`config.mk`:
```
export PLATFORM = sky130hd
export DESIGN_NAME = periph_top
export DESIGN_NICKNAME = d
export VERILOG_FILES = /design/src/periph_pkg.sv /design/src/wb_if.sv /design/src/periph_top.sv /design/src/gpio_ctrl.sv /design/src/sys_con.sv /design/src/boot_rom.sv /design/src/wb_decoder.sv
export SDC_FILE = /design/constraint.sdc
export NUM_CORES = 1
export LEC_CHECK = 0
export BUFFER_PORTS_ARGS = -buffer_cell sky130_fd_sc_hd__buf_2
export CAP_MARGIN = 25
export CORE_MARGIN = 2
export CORE_UTILIZATION = 40
export CTS_CLUSTER_DIAMETER = 100
export DETAILED_ROUTE_END_ITERATION = 12
export HOLD_SLACK_MARGIN = 0.05
export SLEW_MARGIN = 0
export SYNTH_ARGS = -nofsm -noshare
export SYNTH_HDL_FRONTEND = slang
export SYNTH_SLANG_ARGS = --single-unit
```
`constraint.sdc`:
```
create_clock -name clk -period 3.31 [get_ports clk]
set_clock_uncertainty 0.05 [all_clocks]
set_input_delay 0.331 -clock clk [delete_from_list [all_inputs] [get_ports clk]]
set_output_delay 0.331 -clock clk [all_outputs]
set_load 0.02 [all_outputs]
```
`src/boot_rom.hex`:
```
// One 32-bit ROM word per line, word 0 first
// Bits 23:16 hold the word index, bits 7:0 its complement in five bits
b000c31f
b001c31e
b002c31d
b003c31c
b004c31b
b005c31a
b006c319
b007c318
b008c317
b009c316
b00ac315
b00bc314
b00cc313
b00dc312
b00ec311
b00fc310
b010c30f
b011c30e
b012c30d
b013c30c
b014c30b
b015c30a
b016c309
b017c308
b018c307
b019c306
b01ac305
b01bc304
b01cc303
b01dc302
b01ec301
b01fc300

```
`src/periph_pkg.sv`:
```
//****************************************
// Shared types, address map and register
// offsets for the peripheral bus and its slaves
//****************************************

package periph_pkg;

   //****************************************
   // Bus types
   //****************************************
   typedef logic [15:0] wb_addr_t;
   typedef logic [31:0] wb_data_t;

   // Address bits 15 to 12 pick the region, bits 4 to 2 the register
   typedef logic [3:0] region_t;
   typedef logic [2:0] reg_off_t;

   //****************************************
   // Address map
   //****************************************
   localparam region_t REGION_ROM    = 4'd0;
   localparam region_t REGION_SYSCON = 4'd1;
   localparam region_t REGION_GPIO   = 4'd2;

   // Boot ROM
   localparam int ROM_WORDS = 32;
   typedef logic [4:0] rom_index_t;
   localparam string ROM_INIT_FILE = "/design/src/boot_rom.hex";

   // System controller
   localparam wb_data_t SYSCON_VERSION = 32'h0001_0300;

   localparam reg_off_t SYSCON_VERSION_REG  = 3'd0;
   localparam reg_off_t SYSCON_SW_IRQ_REG   = 3'd1;
   localparam reg_off_t SYSCON_MTIME_REG    = 3'd2;
   localparam reg_off_t SYSCON_MTIMECMP_REG = 3'd3;

   // GPIO
   localparam int GPIO_WIDTH = 8;
   typedef logic [GPIO_WIDTH-1:0] gpio_t;

   localparam reg_off_t GPIO_IN_REG  = 3'd0;
   localparam reg_off_t GPIO_OUT_REG = 3'd1;
   localparam reg_off_t GPIO_OE_REG  = 3'd2;
   localparam reg_off_t GPIO_IE_REG  = 3'd3;
   localparam reg_off_t GPIO_IS_REG  = 3'd4;

endpackage
```
`src/wb_if.sv`:
```
//****************************************
// Single-word Wishbone link between the
// address decoder and one slave
//****************************************

interface wb_if;

   periph_pkg::wb_addr_t adr;
   periph_pkg::wb_data_t dat;
   logic                 we;
   logic                 cyc;
   logic                 stb;
   periph_pkg::wb_data_t rdt;
   logic                 ack;

   modport master (
      output adr, dat, we, cyc, stb,
      input  rdt, ack
   );

   modport slave (
      input  adr, dat, we, cyc, stb,
      output rdt, ack
   );

endinterface

```
`src/periph_top.sv`:
```
//****************************************
// Peripheral subsystem top level, driven
// by one external Wishbone master
//****************************************

module periph_top (
   input  logic                 clk,
   input  logic                 i_reset,
   input  periph_pkg::wb_addr_t i_wb_adr,
   input  periph_pkg::wb_data_t i_wb_dat,
   input  logic                 i_wb_we,
   input  logic                 i_wb_cyc,
   input  logic                 i_wb_stb,
   output periph_pkg::wb_data_t o_wb_rdt,
   output logic                 o_wb_ack,
   input  periph_pkg::gpio_t    i_gpio,
   output periph_pkg::gpio_t    o_gpio,
   output periph_pkg::gpio_t    o_gpio_oe,
   output logic                 o_timer_irq,
   output logic [1:0]           o_sw_irq,
   output logic                 o_gpio_irq
);

   wb_if rom_bus ();
   wb_if sys_bus ();
   wb_if gpio_bus ();

   wb_decoder u_decoder (
      .clk      (clk),
      .i_reset  (i_reset),
      .i_adr    (i_wb_adr),
      .i_dat    (i_wb_dat),
      .i_we     (i_wb_we),
      .i_cyc    (i_wb_cyc),
      .i_stb    (i_wb_stb),
      .o_rdt    (o_wb_rdt),
      .o_ack    (o_wb_ack),
      .rom_bus  (rom_bus),
      .sys_bus  (sys_bus),
      .gpio_bus (gpio_bus)
   );

   boot_rom u_boot_rom (
      .clk     (clk),
      .i_reset (i_reset),
      .bus     (rom_bus)
   );

   sys_con u_sys_con (
      .clk         (clk),
      .i_reset     (i_reset),
      .bus         (sys_bus),
      .o_timer_irq (o_timer_irq),
      .o_sw_irq    (o_sw_irq)
   );

   gpio_ctrl u_gpio_ctrl (
      .clk       (clk),
      .i_reset   (i_reset),
      .bus       (gpio_bus),
      .i_gpio    (i_gpio),
      .o_gpio    (o_gpio),
      .o_gpio_oe (o_gpio_oe),
      .o_irq     (o_gpio_irq)
   );

endmodule

```
`src/gpio_ctrl.sv`:
```
//****************************************
// GPIO block with output, enable and
// rising-edge interrupt registers
//****************************************

module gpio_ctrl (
   input  logic              clk,
   input  logic              i_reset,
   wb_if.slave               bus,
   input  periph_pkg::gpio_t i_gpio,
   output periph_pkg::gpio_t o_gpio,
   output periph_pkg::gpio_t o_gpio_oe,
   output logic              o_irq
);
   import periph_pkg::*;

   reg_off_t offset;
   logic     req;
   logic     wr;
   gpio_t    sync1;
   gpio_t    sync2;
   gpio_t    prev;
   gpio_t    rise;
   gpio_t    clr;
   gpio_t    ie_r;
   gpio_t    is_r;

   assign offset = bus.adr[4:2];
   assign req    = bus.cyc & bus.stb & ~bus.ack;
   assign wr     = req & bus.we;

   //****************************************
   // Input synchroniser and edge detect
   //****************************************
   always_ff @(posedge clk) begin
      sync1 <= i_gpio;
      sync2 <= sync1;
      prev  <= sync2;
   end

   assign rise = sync2 & ~prev;
   assign clr  = (wr && offset == GPIO_IS_REG) ? bus.dat[GPIO_WIDTH-1:0] : '0;

   always_ff @(posedge clk) begin
      if (i_reset) begin
         o_gpio    <= '0;
         o_gpio_oe <= '0;
         ie_r      <= '0;
         is_r      <= '0;
      end else begin
         if (wr && offset == GPIO_OUT_REG) begin
            o_gpio <= bus.dat[GPIO_WIDTH-1:0];
         end
         if (wr && offset == GPIO_OE_REG) begin
            o_gpio_oe <= bus.dat[GPIO_WIDTH-1:0];
         end
         if (wr && offset == GPIO_IE_REG) begin
            ie_r <= bus.dat[GPIO_WIDTH-1:0];
         end
         // A new edge wins over a clear
         is_r <= (is_r & ~clr) | rise;
      end
   end

   assign o_irq = |(is_r & ie_r);

   //****************************************
   // Bus response
   //****************************************
   always_ff @(posedge clk) begin
      case (offset)
         GPIO_IN_REG:  bus.rdt <= wb_data_t'(sync2);
         GPIO_OUT_REG: bus.rdt <= wb_data_t'(o_gpio);
         GPIO_OE_REG:  bus.rdt <= wb_data_t'(o_gpio_oe);
         GPIO_IE_REG:  bus.rdt <= wb_data_t'(ie_r);
         GPIO_IS_REG:  bus.rdt <= wb_data_t'(is_r);
         default:      bus.rdt <= '0;
      endcase
   end

   always_ff @(posedge clk) begin
      if (i_reset) begin
         bus.ack <= 1'b0;
      end else begin
         bus.ack <= req;
      end
   end

endmodule

```
`src/sys_con.sv`:
```
//****************************************
// System controller with version word,
// software interrupts and the machine timer
//****************************************

module sys_con (
   input  logic       clk,
   input  logic       i_reset,
   wb_if.slave        bus,
   output logic       o_timer_irq,
   output logic [1:0] o_sw_irq
);
   import periph_pkg::*;

   reg_off_t offset;
   logic     req;
   logic     wr;
   wb_data_t mtime;
   wb_data_t mtimecmp;

   assign offset = bus.adr[4:2];
   assign req    = bus.cyc & bus.stb & ~bus.ack;
   assign wr     = req & bus.we;

   //****************************************
   // Register writes
   //****************************************
   always_ff @(posedge clk) begin
      if (i_reset) begin
         o_sw_irq <= 2'b00;
         mtime    <= '0;
         mtimecmp <= '1;
      end else begin
         if (wr && offset == SYSCON_SW_IRQ_REG) begin
            o_sw_irq <= bus.dat[1:0];
         end
         if (wr && offset == SYSCON_MTIME_REG) begin
            mtime <= bus.dat;
         end else begin
            mtime <= mtime + 1'b1;
         end
         if (wr && offset == SYSCON_MTIMECMP_REG) begin
            mtimecmp <= bus.dat;
         end
      end
   end

   // Timer interrupt, one cycle behind the compare
   always_ff @(posedge clk) begin
      if (i_reset) begin
         o_timer_irq <= 1'b0;
      end else begin
         o_timer_irq <= (mtime >= mtimecmp);
      end
   end

   //****************************************
   // Bus response
   //****************************************
   always_ff @(posedge clk) begin
      case (offset)
         SYSCON_VERSION_REG:  bus.rdt <= SYSCON_VERSION;
         SYSCON_SW_IRQ_REG:   bus.rdt <= wb_data_t'(o_sw_irq);
         SYSCON_MTIME_REG:    bus.rdt <= mtime;
         SYSCON_MTIMECMP_REG: bus.rdt <= mtimecmp;
         default:             bus.rdt <= '0;
      endcase
   end

   always_ff @(posedge clk) begin
      if (i_reset) begin
         bus.ack <= 1'b0;
      end else begin
         bus.ack <= req;
      end
   end

endmodule

```
`src/boot_rom.sv`:
```
//****************************************
// Boot ROM, filled from a hex file
// Writes are acked and dropped
//****************************************

module boot_rom (
   input logic clk,
   input logic i_reset,
   wb_if.slave bus
);
   import periph_pkg::*;

   wb_data_t   rom [ROM_WORDS];
   rom_index_t index;

   initial begin
      $readmemh(ROM_INIT_FILE, rom);
   end

   // Word address
   assign index = bus.adr[6:2];

   always_ff @(posedge clk) begin
      bus.rdt <= rom[index];
   end

   always_ff @(posedge clk) begin
      if (i_reset) begin
         bus.ack <= 1'b0;
      end else begin
         bus.ack <= bus.cyc & bus.stb & ~bus.ack;
      end
   end

endmodule

```
`src/wb_decoder.sv`:
```
//****************************************
// Routes the bus master to the ROM, system
// controller or GPIO by address region
//****************************************

module wb_decoder (
   input  logic                 clk,
   input  logic                 i_reset,
   input  periph_pkg::wb_addr_t i_adr,
   input  periph_pkg::wb_data_t i_dat,
   input  logic                 i_we,
   input  logic                 i_cyc,
   input  logic                 i_stb,
   output periph_pkg::wb_data_t o_rdt,
   output logic                 o_ack,
   wb_if.master                 rom_bus,
   wb_if.master                 sys_bus,
   wb_if.master                 gpio_bus
);
   import periph_pkg::*;

   region_t region;
   logic    sel_rom;
   logic    sel_sys;
   logic    sel_gpio;
   logic    sel_none;
   logic    none_ack;

   assign region   = i_adr[15:12];
   assign sel_rom  = (region == REGION_ROM);
   assign sel_sys  = (region == REGION_SYSCON);
   assign sel_gpio = (region == REGION_GPIO);
   assign sel_none = ~(sel_rom | sel_sys | sel_gpio);

   // Address, data and we fan out, only cyc and stb are steered
   assign rom_bus.adr  = i_adr;
   assign rom_bus.dat  = i_dat;
   assign rom_bus.we   = i_we;
   assign rom_bus.cyc  = i_cyc & sel_rom;
   assign rom_bus.stb  = i_stb & sel_rom;

   assign sys_bus.adr  = i_adr;
   assign sys_bus.dat  = i_dat;
   assign sys_bus.we   = i_we;
   assign sys_bus.cyc  = i_cyc & sel_sys;
   assign sys_bus.stb  = i_stb & sel_sys;

   assign gpio_bus.adr = i_adr;
   assign gpio_bus.dat = i_dat;
   assign gpio_bus.we  = i_we;
   assign gpio_bus.cyc = i_cyc & sel_gpio;
   assign gpio_bus.stb = i_stb & sel_gpio;

   // Unmapped regions still get a single ack
   always_ff @(posedge clk) begin
      if (i_reset) begin
         none_ack <= 1'b0;
      end else begin
         none_ack <= i_cyc & i_stb & sel_none & ~none_ack;
      end
   end

   always_comb begin
      case (region)
         REGION_ROM: begin
            o_rdt = rom_bus.rdt;
            o_ack = rom_bus.ack;
         end
         REGION_SYSCON: begin
            o_rdt = sys_bus.rdt;
            o_ack = sys_bus.ack;
         end
         REGION_GPIO: begin
            o_rdt = gpio_bus.rdt;
            o_ack = gpio_bus.ack;
         end
         default: begin
            o_rdt = '0;
            o_ack = none_ack;
         end
      endcase
   end

endmodule

```
# After elaboration in Yosys (flattened, before gate mapping)
# Cells that the tools add are included.
[op_classes] addsub=1 n_lt_le_gt_ge=1 eq_ne=6 muxes=6 bitwise=30 reduce_logical=10
[op_table] op="$pmux 32 s4" count=1
[op_table] op="$pmux 32 s3" count=1
[op_table] op="$pmux 8 s5" count=1
[op_table] op="$add 32x1->32 const B" count=1
[op_table] op="$ge 32x32->1" count=1
[op_table] op="$mux 32" count=1
[op_table] op="$and 8x8->8" count=3
[op_table] op="$and 1x1->1" count=17
[op_table] op="$not 8->8" count=2
[op_table] op="$mux 8" count=1
[op_table] op="$or 8x8->8" count=1
[op_table] op="$reduce_or 8->1" count=1
[op_table] op="$logic_and 1x1->1" count=7
[op_table] op="$eq 3x2->1 const B" count=2
[op_table] op="$not 1->1" count=5
[op_table] op="$eq 4x1->1 const B" count=1
[op_table] op="$eq 4x2->1 const B" count=1
[op_table] op="$logic_not 4->1" count=1
[op_table] op="$eq 3x1->1 const B" count=1
[op_table] op="$eq 3x3->1 const B" count=1
[op_table] op="$logic_not 3->1" count=1
[op_table] op="$pmux 1 s3" count=1
[op_table] op="$or 1x1->1" count=2
[word_totals] regBits=199 input_bits=61 wordCells=72

# Longest topological paths before layout
[logic_depth] ltp_word=10 ltp_mapped=8 depth_no_buf=7

# Hierarchy
# From an unflattened synthesis, not the netlist that was laid out.
[unflattened] cells_unflattened=1036 area_unflattened_um2=9475.3
[modules_own_cells] module="sys_con" instances=1 cells_each=512 area_each_um2=4788.3 seq_area_each_um2=2001.9
[modules_own_cells] module="gpio_ctrl" instances=1 cells_each=249 area_each_um2=2613.8 seq_area_each_um2=1301.2
[modules_own_cells] module="wb_decoder" instances=1 cells_each=240 area_each_um2=1796.7 seq_area_each_um2=20.0
[modules_own_cells] module="boot_rom" instances=1 cells_each=35 area_each_um2=276.5 seq_area_each_um2=20.0

# Worst setup path before layout
# No wires, ideal clock.
[synth_timing] path_type="input port to flip-flop" startpoint="input port i_wb_adr[13]" endpoint="register u_sys_con.mtimecmp[1]" setup_ns=0.120 arrival_time_ns=2.304 t_required_ns=3.140 setup_slack_ns=0.836 path_stages=8 path_buffers=3 cell_sequence="clkbuf_1 or4b_2 nor3_1 and2_1 buf_2 buf_1 nor2_1 a211o_1"
[synth_via] elab_chain_cells=6 elab_cells_between_ends=7 cone_classes="eq/ne (1); bitwise (5); reduce/logical (1)"
[synth_lines] item="start: declaration" line_no="periph_top.sv:9" source="input periph_pkg::wb_addr_t i_wb_adr,"
[synth_lines] item="$eq 4x1->1 *" line_no="wb_decoder.sv:31" source="assign sel_sys = (region == REGION_SYSCON);"
[synth_lines] item="$and 1x1->1 (on tied branches)" line_no="wb_decoder.sv:45, wb_decoder.sv:46"
[synth_lines] item="$and 1x1->1 * (2 in a row)" line_no="sys_con.sv:22" source="assign req = bus.cyc & bus.stb & ~bus.ack;"
[synth_lines] item="$and 1x1->1 *" line_no="sys_con.sv:23" source="assign wr = req & bus.we;"
[synth_lines] item="$logic_and 1x1->1 *" line_no="sys_con.sv:42" source="if (wr && offset == SYSCON_MTIMECMP_REG) begin"
[synth_lines] item="end signal: assignment" line_no="sys_con.sv:43" source="mtimecmp <= bus.dat;"
[synth_lines] item="end: declaration" line_no="sys_con.sv:19" source="wb_data_t mtimecmp;"
# Mark *: on every way between the ends. The rest lies on a longest branch, timed or not.
# A chain may end at the register's enable or synchronous reset.

# Final worst setup path
[layout_timing] startpoint="register u_sys_con.mtime[2]" endpoint="register u_sys_con.mtime[31]"
[layout_via] elab_chain_cells=2
[layout_lines] item="start: declaration" line_no="sys_con.sv:18" source="wb_data_t mtime;"
[layout_lines] item="start signal: assignment" line_no="sys_con.sv:38" source="mtime <= bus.dat;"
[layout_lines] item="start signal: assignment" line_no="sys_con.sv:40" source="mtime <= mtime + 1'b1;"
[layout_lines] item="$add 32x1->32" line_no="sys_con.sv:40"
[layout_lines] item="$mux 32" line_no="sys_con.sv:37" source="if (wr && offset == SYSCON_MTIME_REG) begin"
# Every way passes these cells.

==> flow_summary_export.csv <==
group,metric,value,unit
layout,fin_nets,1017,
global_route,grtUsageTotal,0.1889,
sta,fmax,0.3660,GHz
setup_path,crit_arrival,3.02,ns
layout,n_fill_cell,1759,
setup_path,setup.worst_path.end,"u_sys_con.mtime[31]$_SDFF_PP0_",
logic_synthesis,async_flop_share,0,
logic_synthesis,synthSimpleGateAreaFrac,0.1903,
logic_synthesis,synth_top_area_cell,"dfxtp_1",
logic_synthesis,synth_mux_area_frac,0.06059,
floorplan,pin_count,114,
logic_synthesis,syn-num-nets,917,
layout,final_area,8767,um2
logic_synthesis,synth_xor_xnor_area_share,0.02509,
global_route,grt_antenna_before_repair,0,
sta,max_slew.worst_pin.slew,0.6951,ns
clock_network,cts_tree,"built",
placement,dp_hpwl,12.69,mm
setup_path,reg2reg_to,"u_sys_con.mtime[31]$_SDFF_PP0_",
power_and_ir_drop,leakage,3.801,nW
detailed_routing,drc,0,
logic_synthesis,ys_warn_count,0,
clock_network,clk_pin_slew,0.07,ns
global_route,grt_start_max_net_pins,43,
power_and_ir_drop,peakVddDrop,0.0003709,V
clock_network,clock_latency,0.43,ns
detailed_routing,avgViaCountPerCell,5.220,
worst_hold_path,hold_path.class,"in -> reg",
global_route,grt_pass1_wl,29.50,mm
sta,fin_crit_sh,0.8255,
setup_path,rrSetupSlack,0.58,ns
placement,port_buffers,104,
sta,setup_violations,0,
clock_network,numCtsBuffers,17,
placement,postPlaceCellArea,8112,um2
setup_path,cp-start-kind,"flip-flop",
logic_synthesis,synth_compound_area_frac,0.1644,
logic_synthesis,syn_area_per_cell,8.907,um2
global_route,overflow,0,
setup_path,r2r_cells,5,
outcome,status,"finished clean",
setup_path,critPathMaxFanout,9,
logic_synthesis,synth_ff_type,"dfxtp_1",
floorplan,dieArea,19430,um2
run,max_cap_viol_count,0,
logic_synthesis,yosysSeqAreaShare,0.4561,
clock_network,cts_buffer_depth,2,
detailed_routing,drtIter0Drc,307,
detailed_routing,totalWireLength,17.96,mm
power_and_ir_drop,pwr_density_cell,479.1,nW/um2
sta,maxSlewViolCount,0,
placement,gp_congestion,0.8300,
setup_path,crit_path_start,"u_sys_con.mtime[2]$_SDFF_PP0_",
detailed_routing,drtAntennaViolNets,0,
floorplan,start_util,0.4081,
clock_network,cts_htree_levels,4,
layout,seq_area,3343,um2
layout,antenna_cells,0,
sta,finalCriticalPeriod,2.732,ns
detailed_routing,wire_per_inst,15.41,um
clock_network,cts_root_buffer,"clkbuf_16",
logic_synthesis,yosys-top-cells-area,"dfxtp_1, nor2_1, ha_1, mux2i_1, a211o_1",
detailed_routing,routed-via-count,6081,
logic_synthesis,syn-instance-count,823,
setup_path,cp-end-kind,"flip-flop",
detailed_routing,drt_first_pass_iters,5,
sta,rsz0062_at_grt,"false",
logic_synthesis,synth.ff_latch_count,167,
setup_path,crit_type,"reg -> reg",
sta,timing.setup.tns,0,ns
setup_path,cp.required,3.60,ns
floorplan,core_area,17960,um2
setup_path,r2r-start,"u_sys_con.mtime[2]$_SDFF_PP0_",
clock_network,cts_setup_buffers,0,
logic_synthesis,synthAdderAreaFrac,0.05632,
logic_synthesis,synth.distinct_cells,50,
floorplan,rows,49,
logic_synthesis,yosysTopAreaCellShare,0.4561,
logic_synthesis,synth_edf_count,0,
floorplan,die_height,139.4,um
layout,drive_above_1_share,0.1784,
logic_synthesis,synth_top_family_by_area,"simple AND/OR/NAND/NOR gates",
logic_synthesis,synth_area,7331,um2
clock_network,clock-sinks,167,
floorplan,die_w,139.4,um
sta,relSlewSlack,0.5246,
global_route,grt_pass1_vias,5848,
layout,multi_input_area,3645,um2
layout,area_growth,19.59,%
sta,finalHoldViolCount,0,
==> kinds of logic (layout without fill, tap and decap cells) <==
logic type,count (synthesis),in the layout
and+or+nand+nor,291,291
AOI/OAI and AO/OA,176,176
DFF,167,167
xor gates and xnor gates,21,21
adders and majority gates,33,33
buffers and inverters,91,204
muxes,44,44
==> placed cells by master (no fill, tap or decap), types with 17 or more instances in the layout <==
master | netlist | layout
nand2_1 | 56 | 56
a211oi_1 | 25 | 25
a21oi_1 | 28 | 28
ha_1 | 33 | 33
and2_1 | 26 | 25
buf_2 | 4 | 103
inv_1 | 43 | 43
mux2i_1 | 41 | 41
dfxtp_1 | 167 | 167
clkbuf_16 | 0 | 17
nor2_1 | 118 | 118
nand3_1 | 18 | 18
a211o_1 | 32 | 32
o21ai_0 | 42 | 42
==> worst max-delay path, stage by stage, from the launching register on <==
cell and delay [ns]:
dfxtp_1 0.49, nand4_4 0.17, or4_1 0.60, or4_1 0.69, or3_1 0.40, a311oi_1 0.25
==> flip-flops by register name, indices dropped and copies added, names as in the netlist <==
signal / cells
u_boot_rom.bus.ack: 1
u_sys_con.o_timer_irq: 1
u_gpio_ctrl.sync1: 8
u_gpio_ctrl.sync2: 8
u_gpio_ctrl.bus.ack: 1
u_gpio_ctrl.o_gpio: 8
u_sys_con.bus.rdt: 32
u_sys_con.mtimecmp: 32
u_gpio_ctrl.bus.rdt: 8
u_sys_con.bus.ack: 1
u_gpio_ctrl.o_gpio_oe: 8
u_gpio_ctrl.is_r: 8
u_gpio_ctrl.ie_r: 8
u_decoder.none_ack: 1
u_sys_con.mtime: 32
u_gpio_ctrl.prev: 8
u_sys_con.o_sw_irq: 2
==> timing repair <==
item | in CTS | in global routing
hold buffers | 8 | 0
endpoints found under the setup margin | 0 | 0
resized for setup | 0 | 0
endpoints found under the hold margin | 8 | 0
==> cell type report <==
cell class,instances,share of cell area
Clock buffer,17,0.04852
Timing Repair Buffer,129,0.08620
Inverter,43,0.01841
Sequential cell,167,0.3813
Multi-Input combinational cell,565,0.4157
Clock inverter,15,0.01713
Tap cell,229,0.03268
==> power breakdown <==
group | internal (W) | total (W) | switching (W)
Clock | 0.00101 | 0.00191 | 0.000909
Combinational | 0.0000788 | 0.000205 | 0.000126
Sequential | 0.00206 | 0.00208 | 0.0000237
Total | 0.00314 | 0.00420 | 0.00106
==> cells in the mapped netlist (all sizes together), types with 10 or more instances <==
library cell	instances
inv	43
a211oi	25
o21ai	42
xnor2	15
ha	33
mux2i	41
clkbuf	36
a211o	32
nand4	10
or3	10
and2	26
nor2	120
nand2	56
nand3	18
dfxtp	167
buf	12
nor2b	12
a21oi	28
==> through the flow <==
stage	hold WS, ns	std cells	power, W	utilization	setup slack (ns)
after detailed placement	0.2621	1125	0.002326	0.4516	0.5889
after CTS	0.05683	1165	0.004242	0.4881	0.5657
final	0.06687	1165	0.004200	0.4881	0.5776
after global routing	0.05942	1165	0.004370	0.4881	0.4697
after global placement	0.2600	1125	0.002324	0.4516	0.6089
after floorplan	0.2596	823	0.002228	-	0.8365
==> per-layer routing <==
metal	routed length, um	vias to the layer above	GRT usage
li1	-	3097	-
met1	8623	2852	0.2490
met2	8430	114	0.3104
met3	667	18	0.03889
met4	234	0	0.06220
met5	0	-	0
==> how the worst min path moves through the flow <==
stage | from | end | slack [ns] | cells after the start
final | i_wb_dat[10] | u_sys_con.mtimecmp[10]$_SDFFE_PP1P_ | 0.07 | 2
after floorplan | u_gpio_ctrl.sync1[0]$_DFF_P_ | u_gpio_ctrl.sync2[0]$_DFF_P_ | 0.26 | 0
after CTS | i_wb_dat[10] | u_sys_con.mtimecmp[10]$_SDFFE_PP1P_ | 0.06 | 2
after global placement | u_gpio_ctrl.sync1[7]$_DFF_P_ | u_gpio_ctrl.sync2[7]$_DFF_P_ | 0.26 | 0
after detailed placement | u_gpio_ctrl.sync1[6]$_DFF_P_ | u_gpio_ctrl.sync2[6]$_DFF_P_ | 0.26 | 0
after global routing | i_wb_dat[10] | u_sys_con.mtimecmp[10]$_SDFFE_PP1P_ | 0.06 | 2
Power figures use the tool's default switching activity.
